--- src/common/DaqCtrlPkg.sv ---
package DaqCtrlPkg;

	//////////////////////
	// Chain size and counter widths
	//////////////////////
	localparam int NumChips = 4;                 // ASICs in the chain
	localparam int ChanBits = $clog2(NumChips);  // Channel index width
	localparam int TrigWidth = 24;               // Accepted trigger counter

	localparam int ChanDepth = 16;               // Capture FIFO depth per ASIC
	localparam int PtrWidth = $clog2(ChanDepth);
	localparam int CountWidth = PtrWidth + 1;    // Holds 0..ChanDepth
	localparam logic [CountWidth-1:0] FullCount = CountWidth'(ChanDepth);

	//////////////////////
	// Sequencer phase lengths, in Clk cycles
	//////////////////////
	localparam logic [15:0] TimePowerReset = 16'd8;    // Wake up the LVDS receivers
	localparam logic [15:0] TimeResetStart = 16'd40;   // Internal chip management
	localparam logic [15:0] TimeStartReadout = 16'd16; // StartReadout pulse width

	// Acquisition cycle, order matters for the power-pulsing ranges
	typedef enum logic [3:0] {
		IDLE           = 4'd0,
		CHIP_RESET     = 4'd1,
		POWER_ON       = 4'd2,
		RELEASE        = 4'd3,
		WAIT_START     = 4'd4,
		ACQUIRE        = 4'd5,
		WAIT_READ      = 4'd6,
		START_READOUT  = 4'd7,
		WAIT_READ_DONE = 4'd8,
		ONCE_END       = 4'd9,
		SESSION_END    = 4'd10,
		ALL_DONE       = 4'd11
	} SeqState;

endpackage

--- src/common/DaqDataPkg.sv ---
package DaqDataPkg;

	// One word from an ASIC, Valid is a single-cycle strobe
	typedef struct packed {
		logic [15:0] Data;
		logic        Valid;
	} ChipWord;

	// Merged stream word towards the host
	typedef struct packed {
		logic [15:0] Data;
		logic        Valid;
	} OutWord;

	// Sequencer to merger
	typedef struct packed {
		logic                             BurstStart; // Drain the channels now
		logic                             SessionEnd; // Write the trailer now
		logic [DaqCtrlPkg::TrigWidth-1:0] TrigCount;
	} CtrlBus;

	//////////////////////
	// Stream code words
	//////////////////////
	localparam logic [7:0] MarkerTag = 8'hBB;  // Low byte carries the channel index
	localparam logic [7:0] TrigTag = 8'hAA;
	localparam logic [7:0] CountTag = 8'hCC;
	localparam logic [15:0] TailHead = 16'hFF45;
	localparam logic [15:0] TailEnd = 16'h45FF;

endpackage

--- src/sequencer/AcqSequencer.sv ---
`timescale 1ns/1ps

module AcqSequencer (
	input  logic                Clk,
	input  logic                reset_n,
	input  logic                ModuleStart,      // Level from the host
	input  logic                AcqStart,         // External trigger
	input  logic                ChipSatB,         // Chip full, active low
	input  logic                EndReadout,
	input  logic [15:0]         AcquisitionTime,
	input  logic [15:0]         EndHoldTime,
	input  logic                DataTransmitDone,
	input  logic                BurstDone,
	input  logic                TrailerDone,
	output logic                RESET_B,
	output logic                START_ACQ,
	output logic                StartReadout,
	output logic                PWR_ON_A,
	output logic                PWR_ON_D,
	output logic                PWR_ON_DAC,
	output logic                OnceEnd,
	output logic                AllDone,
	output logic                ReadWindow,       // Gates the capture channels
	output DaqDataPkg::CtrlBus  Ctrl
);

	//////////////////////
	// Synchronizers and edges
	//////////////////////
	// Bits 0 and 1 form the synchronizer, bit 2 keeps the previous value
	logic [2:0] AcqSync;
	logic [2:0] SatSync;
	logic [2:0] EndSync;

	always_ff @(posedge Clk or negedge reset_n) begin
		if (!reset_n) begin
			AcqSync <= '0;
			SatSync <= '1;  // Not full
			EndSync <= '0;
		end else begin
			AcqSync <= {AcqSync[1:0], AcqStart};
			SatSync <= {SatSync[1:0], ChipSatB};
			EndSync <= {EndSync[1:0], EndReadout};
		end
	end

	logic AcqRise;
	logic SatFall;
	logic SatRise;
	logic EndFall;

	assign AcqRise = AcqSync[1] & ~AcqSync[2];
	assign SatFall = ~SatSync[1] & SatSync[2];  // A chip is full
	assign SatRise = SatSync[1] & ~SatSync[2];  // Readout may start
	assign EndFall = ~EndSync[1] & EndSync[2];

	//////////////////////
	// Acquisition FSM
	//////////////////////
	DaqCtrlPkg::SeqState State;
	logic [15:0] DelayCount;  // Shared by every timed phase
	logic [DaqCtrlPkg::TrigWidth-1:0] TrigCount;
	logic BurstStrobe;
	logic SessionStrobe;
	logic BurstSeen;

	always_ff @(posedge Clk or negedge reset_n) begin
		if (!reset_n) begin
			State <= DaqCtrlPkg::IDLE;
			DelayCount <= '0;
			TrigCount <= '0;
			RESET_B <= 1'b1;
			START_ACQ <= 1'b0;
			StartReadout <= 1'b0;
			ReadWindow <= 1'b0;
			OnceEnd <= 1'b0;
			AllDone <= 1'b0;
			BurstStrobe <= 1'b0;
			SessionStrobe <= 1'b0;
			BurstSeen <= 1'b0;
		end else begin
			BurstStrobe <= 1'b0;
			SessionStrobe <= 1'b0;
			if (EndFall)
				ReadWindow <= 1'b0;  // Window closes with EndReadout
			case (State)
				DaqCtrlPkg::IDLE: begin
					if (ModuleStart) begin
						RESET_B <= 1'b0;
						TrigCount <= '0;  // New session
						State <= DaqCtrlPkg::CHIP_RESET;
					end
				end
				DaqCtrlPkg::CHIP_RESET: State <= DaqCtrlPkg::POWER_ON;
				DaqCtrlPkg::POWER_ON: begin
					if (DelayCount < DaqCtrlPkg::TimePowerReset - 16'd1) begin
						DelayCount <= DelayCount + 16'd1;
					end else begin
						DelayCount <= '0;
						RESET_B <= 1'b1;
						State <= DaqCtrlPkg::RELEASE;
					end
				end
				DaqCtrlPkg::RELEASE: begin
					if (DelayCount < DaqCtrlPkg::TimeResetStart - 16'd1) begin
						DelayCount <= DelayCount + 16'd1;
					end else begin
						DelayCount <= '0;
						State <= DaqCtrlPkg::WAIT_START;
					end
				end
				DaqCtrlPkg::WAIT_START: begin
					if (!ModuleStart) begin
						SessionStrobe <= 1'b1;
						State <= DaqCtrlPkg::SESSION_END;
					end else if (AcqRise) begin
						TrigCount <= TrigCount + 1'b1;
						START_ACQ <= 1'b1;
						State <= DaqCtrlPkg::ACQUIRE;
					end
				end
				DaqCtrlPkg::ACQUIRE: begin
					// Timeout or saturation, whichever first
					if (SatFall || DelayCount + 16'd1 >= AcquisitionTime) begin
						DelayCount <= '0;
						START_ACQ <= 1'b0;
						State <= DaqCtrlPkg::WAIT_READ;
					end else begin
						DelayCount <= DelayCount + 16'd1;
					end
				end
				DaqCtrlPkg::WAIT_READ: begin
					if (SatRise) begin
						StartReadout <= 1'b1;
						ReadWindow <= 1'b1;
						State <= DaqCtrlPkg::START_READOUT;
					end
				end
				DaqCtrlPkg::START_READOUT: begin
					if (DelayCount < DaqCtrlPkg::TimeStartReadout - 16'd1) begin
						DelayCount <= DelayCount + 16'd1;
					end else begin
						DelayCount <= '0;
						StartReadout <= 1'b0;
						State <= DaqCtrlPkg::WAIT_READ_DONE;
					end
				end
				DaqCtrlPkg::WAIT_READ_DONE: begin
					// EndReadout may already have fallen during the pulse
					if (EndFall || !ReadWindow) begin
						OnceEnd <= 1'b1;
						BurstStrobe <= 1'b1;
						BurstSeen <= 1'b0;
						State <= DaqCtrlPkg::ONCE_END;
					end
				end
				DaqCtrlPkg::ONCE_END: begin
					if (BurstDone)
						BurstSeen <= 1'b1;
					if (DelayCount < EndHoldTime) begin
						DelayCount <= DelayCount + 16'd1;
					end else if (BurstSeen || BurstDone) begin
						DelayCount <= '0;
						OnceEnd <= 1'b0;
						State <= DaqCtrlPkg::WAIT_START;
					end
				end
				DaqCtrlPkg::SESSION_END: begin
					if (TrailerDone) begin
						AllDone <= 1'b1;
						State <= DaqCtrlPkg::ALL_DONE;
					end
				end
				DaqCtrlPkg::ALL_DONE: begin
					if (DataTransmitDone) begin
						AllDone <= 1'b0;
						State <= DaqCtrlPkg::IDLE;
					end
				end
				default: State <= DaqCtrlPkg::IDLE;
			endcase
		end
	end

	assign Ctrl = '{BurstStart: BurstStrobe, SessionEnd: SessionStrobe, TrigCount: TrigCount};

	//////////////////////
	// Power pulsing
	//////////////////////
	always_comb begin
		PWR_ON_A = (State >= DaqCtrlPkg::CHIP_RESET) && (State <= DaqCtrlPkg::ONCE_END);
		PWR_ON_DAC = PWR_ON_A;
		PWR_ON_D = (State >= DaqCtrlPkg::POWER_ON) && (State <= DaqCtrlPkg::ONCE_END);
	end

	StartAcqOnlyInAcquire: assert property (@(posedge Clk) disable iff (!reset_n)
		START_ACQ |-> State == DaqCtrlPkg::ACQUIRE);

	BurstAndSessionApart: assert property (@(posedge Clk) disable iff (!reset_n)
		Ctrl.BurstStart |-> !Ctrl.SessionEnd);

endmodule

--- src/logic/ChipChannel.sv ---
`timescale 1ns/1ps

module ChipChannel (
	input  logic                                Clk,
	input  logic                                reset_n,
	input  DaqDataPkg::ChipWord                 ChipIn,
	input  logic                                ReadWindow,
	input  logic                                Pop,
	output logic [15:0]                         Head,   // Oldest word
	output logic [DaqCtrlPkg::CountWidth-1:0]   Count
);

	logic [15:0] Mem [DaqCtrlPkg::ChanDepth];
	logic [DaqCtrlPkg::PtrWidth-1:0] WrPtr;
	logic [DaqCtrlPkg::PtrWidth-1:0] RdPtr;
	logic Full;
	logic Push;

	assign Full = (Count == DaqCtrlPkg::FullCount);
	assign Push = ChipIn.Valid && ReadWindow && !Full;  // Words outside the window are lost
	assign Head = Mem[RdPtr];

	always_ff @(posedge Clk) begin
		if (Push)
			Mem[WrPtr] <= ChipIn.Data;
	end

	always_ff @(posedge Clk or negedge reset_n) begin
		if (!reset_n) begin
			WrPtr <= '0;
			RdPtr <= '0;
			Count <= '0;
		end else begin
			if (Push)
				WrPtr <= WrPtr + 1'b1;
			if (Pop)
				RdPtr <= RdPtr + 1'b1;
			case ({Push, Pop})
				2'b10: Count <= Count + 1'b1;
				2'b01: Count <= Count - 1'b1;
				default: Count <= Count;  // Idle or push with pop
			endcase
		end
	end

	NoPopWhenEmpty: assert property (@(posedge Clk) disable iff (!reset_n)
		Pop |-> Count != '0);

	NoPushWhenFull: assert property (@(posedge Clk) disable iff (!reset_n)
		(ChipIn.Valid && ReadWindow) |-> !Full);

endmodule

--- src/logic/EventMerger.sv ---
`timescale 1ns/1ps

module EventMerger (
	input  logic                              Clk,
	input  logic                              reset_n,
	input  DaqDataPkg::CtrlBus                Ctrl,
	input  logic [15:0]                       Heads [DaqCtrlPkg::NumChips],
	input  logic [DaqCtrlPkg::CountWidth-1:0] Counts [DaqCtrlPkg::NumChips],
	output logic [DaqCtrlPkg::NumChips-1:0]   Pop,
	output DaqDataPkg::OutWord                Out,
	output logic                              BurstDone,
	output logic                              TrailerDone
);

	typedef enum logic [2:0] {PhIdle, PhMark, PhData, PhTrig1, PhTrig2, PhTail} MergePhase;

	MergePhase Phase;
	logic [DaqCtrlPkg::ChanBits-1:0] Chan;     // Channel being drained
	logic [1:0] TailIdx;
	logic [DaqCtrlPkg::CountWidth-1:0] Latched [DaqCtrlPkg::NumChips];

	// Lowest set bit, MSB of the result flags a hit
	function automatic logic [DaqCtrlPkg::ChanBits:0] lowestSet(
		input logic [DaqCtrlPkg::NumChips-1:0] Mask);
		logic [DaqCtrlPkg::ChanBits:0] Res;
		Res = '0;
		for (int i = DaqCtrlPkg::NumChips - 1; i >= 0; i--) begin
			if (Mask[i])
				Res = {1'b1, DaqCtrlPkg::ChanBits'(i)};
		end
		return Res;
	endfunction

	logic [DaqCtrlPkg::NumChips-1:0] StartMask;
	logic [DaqCtrlPkg::NumChips-1:0] NextMask;
	logic [DaqCtrlPkg::ChanBits:0] StartSel;
	logic [DaqCtrlPkg::ChanBits:0] NextSel;

	always_comb begin
		for (int i = 0; i < DaqCtrlPkg::NumChips; i++) begin
			StartMask[i] = (Counts[i] != '0);
			NextMask[i] = (Latched[i] != '0) && (i != int'(Chan));  // Channels still to drain
		end
		StartSel = lowestSet(StartMask);
		NextSel = lowestSet(NextMask);
	end

	//////////////////////
	// Sequencing
	//////////////////////
	always_ff @(posedge Clk) begin
		if (Phase == PhIdle && Ctrl.BurstStart)
			Latched <= Counts;
		else if (Phase == PhData)
			Latched[Chan] <= Latched[Chan] - 1'b1;
	end

	always_ff @(posedge Clk or negedge reset_n) begin
		if (!reset_n) begin
			Phase <= PhIdle;
			Chan <= '0;
			TailIdx <= '0;
			BurstDone <= 1'b0;
			TrailerDone <= 1'b0;
		end else begin
			BurstDone <= 1'b0;
			TrailerDone <= 1'b0;
			case (Phase)
				PhIdle: begin
					if (Ctrl.BurstStart) begin
						if (StartSel[DaqCtrlPkg::ChanBits]) begin
							Chan <= StartSel[DaqCtrlPkg::ChanBits-1:0];
							Phase <= PhMark;
						end else begin
							BurstDone <= 1'b1;  // Empty burst
						end
					end else if (Ctrl.SessionEnd) begin
						TailIdx <= '0;
						Phase <= PhTail;
					end
				end
				PhMark: Phase <= PhData;
				PhData: begin
					if (Latched[Chan] == DaqCtrlPkg::CountWidth'(1)) begin
						if (NextSel[DaqCtrlPkg::ChanBits]) begin
							Chan <= NextSel[DaqCtrlPkg::ChanBits-1:0];
							Phase <= PhMark;
						end else begin
							Phase <= PhTrig1;
						end
					end
				end
				PhTrig1: Phase <= PhTrig2;
				PhTrig2: begin
					BurstDone <= 1'b1;
					Phase <= PhIdle;
				end
				PhTail: begin
					TailIdx <= TailIdx + 1'b1;
					if (TailIdx == 2'd3) begin
						TrailerDone <= 1'b1;
						Phase <= PhIdle;
					end
				end
				default: Phase <= PhIdle;
			endcase
		end
	end

	//////////////////////
	// Output word
	//////////////////////
	always_comb begin
		Pop = '0;
		Out.Valid = (Phase != PhIdle);
		Out.Data = '0;
		case (Phase)
			PhMark: Out.Data = {DaqDataPkg::MarkerTag, 8'(Chan)};
			PhData: begin
				Out.Data = Heads[Chan];
				Pop[Chan] = 1'b1;
			end
			PhTrig1: Out.Data = {DaqDataPkg::TrigTag, Ctrl.TrigCount[23:16]};
			PhTrig2: Out.Data = Ctrl.TrigCount[15:0];
			PhTail: begin
				case (TailIdx)
					2'd0: Out.Data = DaqDataPkg::TailHead;
					2'd1: Out.Data = {DaqDataPkg::CountTag, Ctrl.TrigCount[23:16]};
					2'd2: Out.Data = Ctrl.TrigCount[15:0];
					default: Out.Data = DaqDataPkg::TailEnd;
				endcase
			end
			default: Out.Data = '0;
		endcase
	end

endmodule

--- src/logic/DaqSubsystem.sv ---
`timescale 1ns/1ps

module DaqSubsystem (
	input  logic                Clk,
	input  logic                reset_n,
	input  logic                ModuleStart,
	input  logic                AcqStart,
	input  logic                ChipSatB,
	input  logic                EndReadout,
	input  logic [15:0]         AcquisitionTime,
	input  logic [15:0]         EndHoldTime,
	input  logic                DataTransmitDone,
	input  DaqDataPkg::ChipWord ChipIn [DaqCtrlPkg::NumChips],
	output logic                RESET_B,
	output logic                START_ACQ,
	output logic                StartReadout,
	output logic                PWR_ON_A,
	output logic                PWR_ON_D,
	output logic                PWR_ON_DAC,
	output logic                OnceEnd,
	output logic                AllDone,
	output DaqDataPkg::OutWord  Out
);

	logic ReadWindow;
	logic BurstDone;
	logic TrailerDone;
	DaqDataPkg::CtrlBus Ctrl;
	logic [DaqCtrlPkg::NumChips-1:0] Pop;
	logic [15:0] Heads [DaqCtrlPkg::NumChips];
	logic [DaqCtrlPkg::CountWidth-1:0] Counts [DaqCtrlPkg::NumChips];

	AcqSequencer i_seq (
		.Clk, .reset_n, .ModuleStart, .AcqStart, .ChipSatB, .EndReadout,
		.AcquisitionTime, .EndHoldTime, .DataTransmitDone, .BurstDone, .TrailerDone,
		.RESET_B, .START_ACQ, .StartReadout, .PWR_ON_A, .PWR_ON_D, .PWR_ON_DAC,
		.OnceEnd, .AllDone, .ReadWindow, .Ctrl
	);

	// One capture channel per ASIC
	for (genvar i = 0; i < DaqCtrlPkg::NumChips; i++) begin : gChan
		ChipChannel i_chan (
			.Clk, .reset_n, .ChipIn(ChipIn[i]), .ReadWindow,
			.Pop(Pop[i]), .Head(Heads[i]), .Count(Counts[i])
		);
	end

	EventMerger i_merge (
		.Clk, .reset_n, .Ctrl, .Heads, .Counts,
		.Pop, .Out, .BurstDone, .TrailerDone
	);

endmodule

--- config.mk ---
export PLATFORM = sky130hd
export DESIGN_NAME = DaqSubsystem
export DESIGN_NICKNAME = d
export VERILOG_FILES = /design/src/common/DaqCtrlPkg.sv /design/src/common/DaqDataPkg.sv /design/src/sequencer/AcqSequencer.sv /design/src/logic/ChipChannel.sv /design/src/logic/EventMerger.sv /design/src/logic/DaqSubsystem.sv
export SDC_FILE = /design/constraint.sdc
export NUM_CORES = 2
export LEC_CHECK = 0
export BUFFER_PORTS_ARGS = -buffer_cell sky130_fd_sc_hd__buf_2
export CELL_PAD_IN_SITES_DETAIL_PLACEMENT = 0
export CELL_PAD_IN_SITES_GLOBAL_PLACEMENT = 1
export CORE_MARGIN = 4
export CORE_UTILIZATION = 51
export CTS_BUF_LIST = sky130_fd_sc_hd__clkbuf_8
export DETAILED_ROUTE_END_ITERATION = 10
export PLACE_DENSITY = 0.8
export SETUP_SLACK_MARGIN = 0.15
export SYNTH_ARGS = -nofsm -noshare
export SYNTH_HDL_FRONTEND = slang
export SYNTH_HIERARCHICAL = 1
export SYNTH_SLANG_ARGS = --single-unit
--- constraint.sdc ---
create_clock -name Clk -period 3.5 [get_ports Clk]
set_input_delay 1.05 -clock Clk [delete_from_list [all_inputs] [get_ports Clk]]
set_output_delay 1.05 -clock Clk [all_outputs]
set_load 0.02 [all_outputs]
==> reports/qor.yml <==
status: "finished with violations"
violations: "negative setup slack"
ys_async_sr_fraction: 0.105
grtUsageTotal: 0.246
cp_cell_sequence: "buf_12, buf_8, mux4_2, a22oi_2, nand2_2, mux4_2, mux2i_1, o22ai_1, buf_4"
via_count: 27600
drc: 0
ys_seq_area_frac: 0.708
die_area_um2: 100000
clkLatencyLatePin_ns: 0.86
drtIter0Drc: 2972
routedWlPerCell_um: 26.8
cts_buffers: 182
final.min_clock_period_ns: 4.65
synth_area_leaders: "edfxtp_1 (64%), mux4_2 (13%), dfrtp_1 (6.1%), a22oi_1 (2.1%), ha_1 (1.8%)"
fin_nets: 3319
grt_pass1_vias: 28100
clkPwrFrac: 0.270
dp_hpwl_mm: 76.8
root_buffer: "clkbuf_8"
avgSynthCellArea_um2: 18.1
ys_seq_elements: 1167
io_buffers: 131
htreeDepth: 4
clk_pin_slew_ns: 0.06
synthDistinctLibCells: 88
hp-class: "input port to async pin"
rsz0062_at_grt: "yes"
swShare: 0.318
grt_pass1_wl_mm: 181
fin_skew_ns: 0.0421
synth.largest_area_cell: "edfxtp_1"
path_buf_inv: 3
antenna_found_initial: 21
synth_cells: 2695
path_delay_family: "multiplexers"
worstSetupStartpointType: "register"
vdd.ir_drop.worst_mv: 0.473
postCtsHoldBufs: 0
start_util: 0.513
via_per_inst: 6.05
worstPathMaxFanout: 8
gp_congestion: 0.881
path_class: "register to output port"
fmax_mhz: 215
pwr_density_cell_nw_per_um2: 708
ios: 132
max_stage_delay_ns: 0.54
maxCapViolations: 0
place_ws_ns: -0.395
p_comb_frac: 0.317
intPower_uw: 27500
finalMaxSlewViolations: 0
clockBufferDepth: 3
antenna_left: 0
seqPwrFrac: 0.413
core_um2: 94900
synth_nets: 2873
syn_area_um2: 48700
yosysTopAreaCellShare: 0.644
grt_max_degree: 52
cts_tree: "done"
cp.required_ns: 2.45
die_h_um: 317
worst_path_most_repeated_cell: "mux4_2"
synth-edff-count: 1044
overflow: 0
rows: 113
crit_arrival_ns: 3.60
min_period_over_period: 1.33
chipWidth_um: 317
slew_headroom: 0.376
design_area_um2: 57000
finalHoldViolCount: 0
crit_path_end_kind: "output port"
ys_warn_count: 6
drive_gt1_frac: 0.335
cts_sinks: 1167
cp_slowest_cell: "mux4_2"
setup_viol: 16
setup_ws_ns: -1.15
p_switching_uw: 12800
drt_wl_total_mm: 122
drt_pass1_iterations: 5
placed_area_um2: 52400
ys.flop_type: "edfxtp_1"
p_leak_uw: 0.0200
area_growth_pct: 17.1
tightest_slew_ns: 0.935
-- cells by family (layout without fill, tap and decap cells) --
family | after synthesis | in the layout | synth area share
AO/OA/AOI/OAI | 340 | 340 | 0.0495
other | 0 | 4 | 0
adder cells (fa/ha/maj) | 71 | 71 | 0.0183
buffers and inverters | 205 | 801 | 0.0216
flip-flops | 1167 | 1167 | 0.708
multiplexers | 293 | 293 | 0.132
XOR/XNOR | 84 | 84 | 0.0151
AND/OR/NAND/NOR | 535 | 535 | 0.0560
-- flip-flops by register name, summed over array words and instances (netlist names), 2 cells and up --
| name | flops |
|---|---|
| gChan.i_chan/Count | 20 |
| gChan.i_chan/Mem | 1024 |
| gChan.i_chan/RdPtr | 16 |
| gChan.i_chan/WrPtr | 16 |
| i_merge/Chan | 2 |
| i_merge/Latched | 20 |
| i_merge/Phase | 3 |
| i_merge/TailIdx | 2 |
| i_seq/AcqSync | 3 |
| i_seq/DelayCount | 16 |
| i_seq/EndSync | 3 |
| i_seq/SatSync | 3 |
| i_seq/State | 4 |
| i_seq/TrigCount | 24 |
-- power groups by stage --
stage | clock [uW] | combinational [uW] | sequential [uW]
2_1_floorplan | 0 | 7860 | 16500
5_1_grt | 11800 | 13700 | 16700
3_5_place_dp | 0 | 11700 | 16900
3_3_place_gp | 0 | 11400 | 16900
4_1_cts | 11100 | 12200 | 16600
6_report | 10900 | 12800 | 16700
-- stage by stage --
stage                      util  hold slack (ns)  total power (uW)  instances  setup TNS, ns
after floorplan               -            0.331             24400       2695              0
after global placement    0.552            0.348             28200       4175          -5.20
after detailed placement  0.552            0.348             28600       4175          -5.31
after CTS                 0.595            0.126             40000       4524         -18.46
after global routing      0.600            0.171             42200       4558         -19.53
final                     0.600            0.173             40300       4560         -17.47
-- layout make-up --
cell class,instances,area (um2)
Clock inverter,140,800
Antenna cell,4,10.0
Tap cell,1265,1580
Timing Repair Buffer,402,3470
Inverter,65,244
Clock buffer,194,2670
Fill cell,6749,37900
Multi-Input combinational cell,1323,13700
Sequential cell,1167,34500
-- synth_stat cells (28+ instances only) --
master / n
xnor2_1: 42
o21ai_0: 54
inv_1: 62
nor2_1: 83
and3_1: 61
mux4_2: 277
nor2b_1: 41
nand2_1: 198
a21oi_1: 45
ha_1: 71
edfxtp_1: 1044
a22oi_1: 139
nand3_1: 28
xor2_1: 42
clkbuf_1: 62
dfrtp_1: 119
buf_2: 39
-- worst paths after layout --
check | start | to | slack [ns] | cells past startpoint
min in group Clk | ChipSatB | i_seq/SatSync[0] | 0.30 | 1
min | reset_n | i_seq/DelayCount[1] | 0.17 | 1
max in group asynchronous | reset_n | i_seq/SatSync[1] | 2.59 | 2
max | gChan[2].i_chan/RdPtr[0] | Out[5] | -1.15 | 9
min reg2reg | i_seq/SatSync[0] | i_seq/SatSync[1] | 0.36 | 0
max reg2reg | i_seq/DelayCount[1] | i_seq/DelayCount[2] | 0.31 | 15
-- cells in the final DEF (no fill, tap or decap), types with 43 or more instances in the layout --
cell type / n
inv_1: 122
o21ai_0: 52
buf_12: 52
buf_4: 210
clkinv_1: 43
clkbuf_8: 194
and3_1: 60
nand2_1: 154
mux4_2: 277
nor2_1: 78
a22oi_1: 84
a21oi_1: 44
a22oi_2: 55
edfxtp_1: 1044
dfrtp_1: 107
buf_2: 124
ha_1: 70
-- worst register-to-register path: cells and delay by family, from the launching register on --
kind | cells | cell delay (ns)
AND/OR/NAND/NOR | 6 | 0.96
flip-flops | 1 | 0.40
buffers and inverters | 2 | 0.26
AO/OA/AOI/OAI | 5 | 0.95
XOR/XNOR | 1 | 0.21
adder cells (fa/ha/maj) | 1 | 0.30
-- per-layer routing --
metal | GRT usage | routed length, um | up-vias
met5 | 0 | 125 | -
met4 | 0.0787 | 3350 | 20
met3 | 0.0542 | 10900 | 261
met2 | 0.403 | 60800 | 1375
met1 | 0.332 | 46800 | 14200
li1 | - | - | 11800
-- what timing repair did --
item,4_1_cts,5_1_grt
setup buffers,13,31
setup endpoints to repair,37,42
pin swaps,16,32
gates cloned,2,1
resized for setup,107,50
Note: power is estimated with default switching activity, not from simulation.
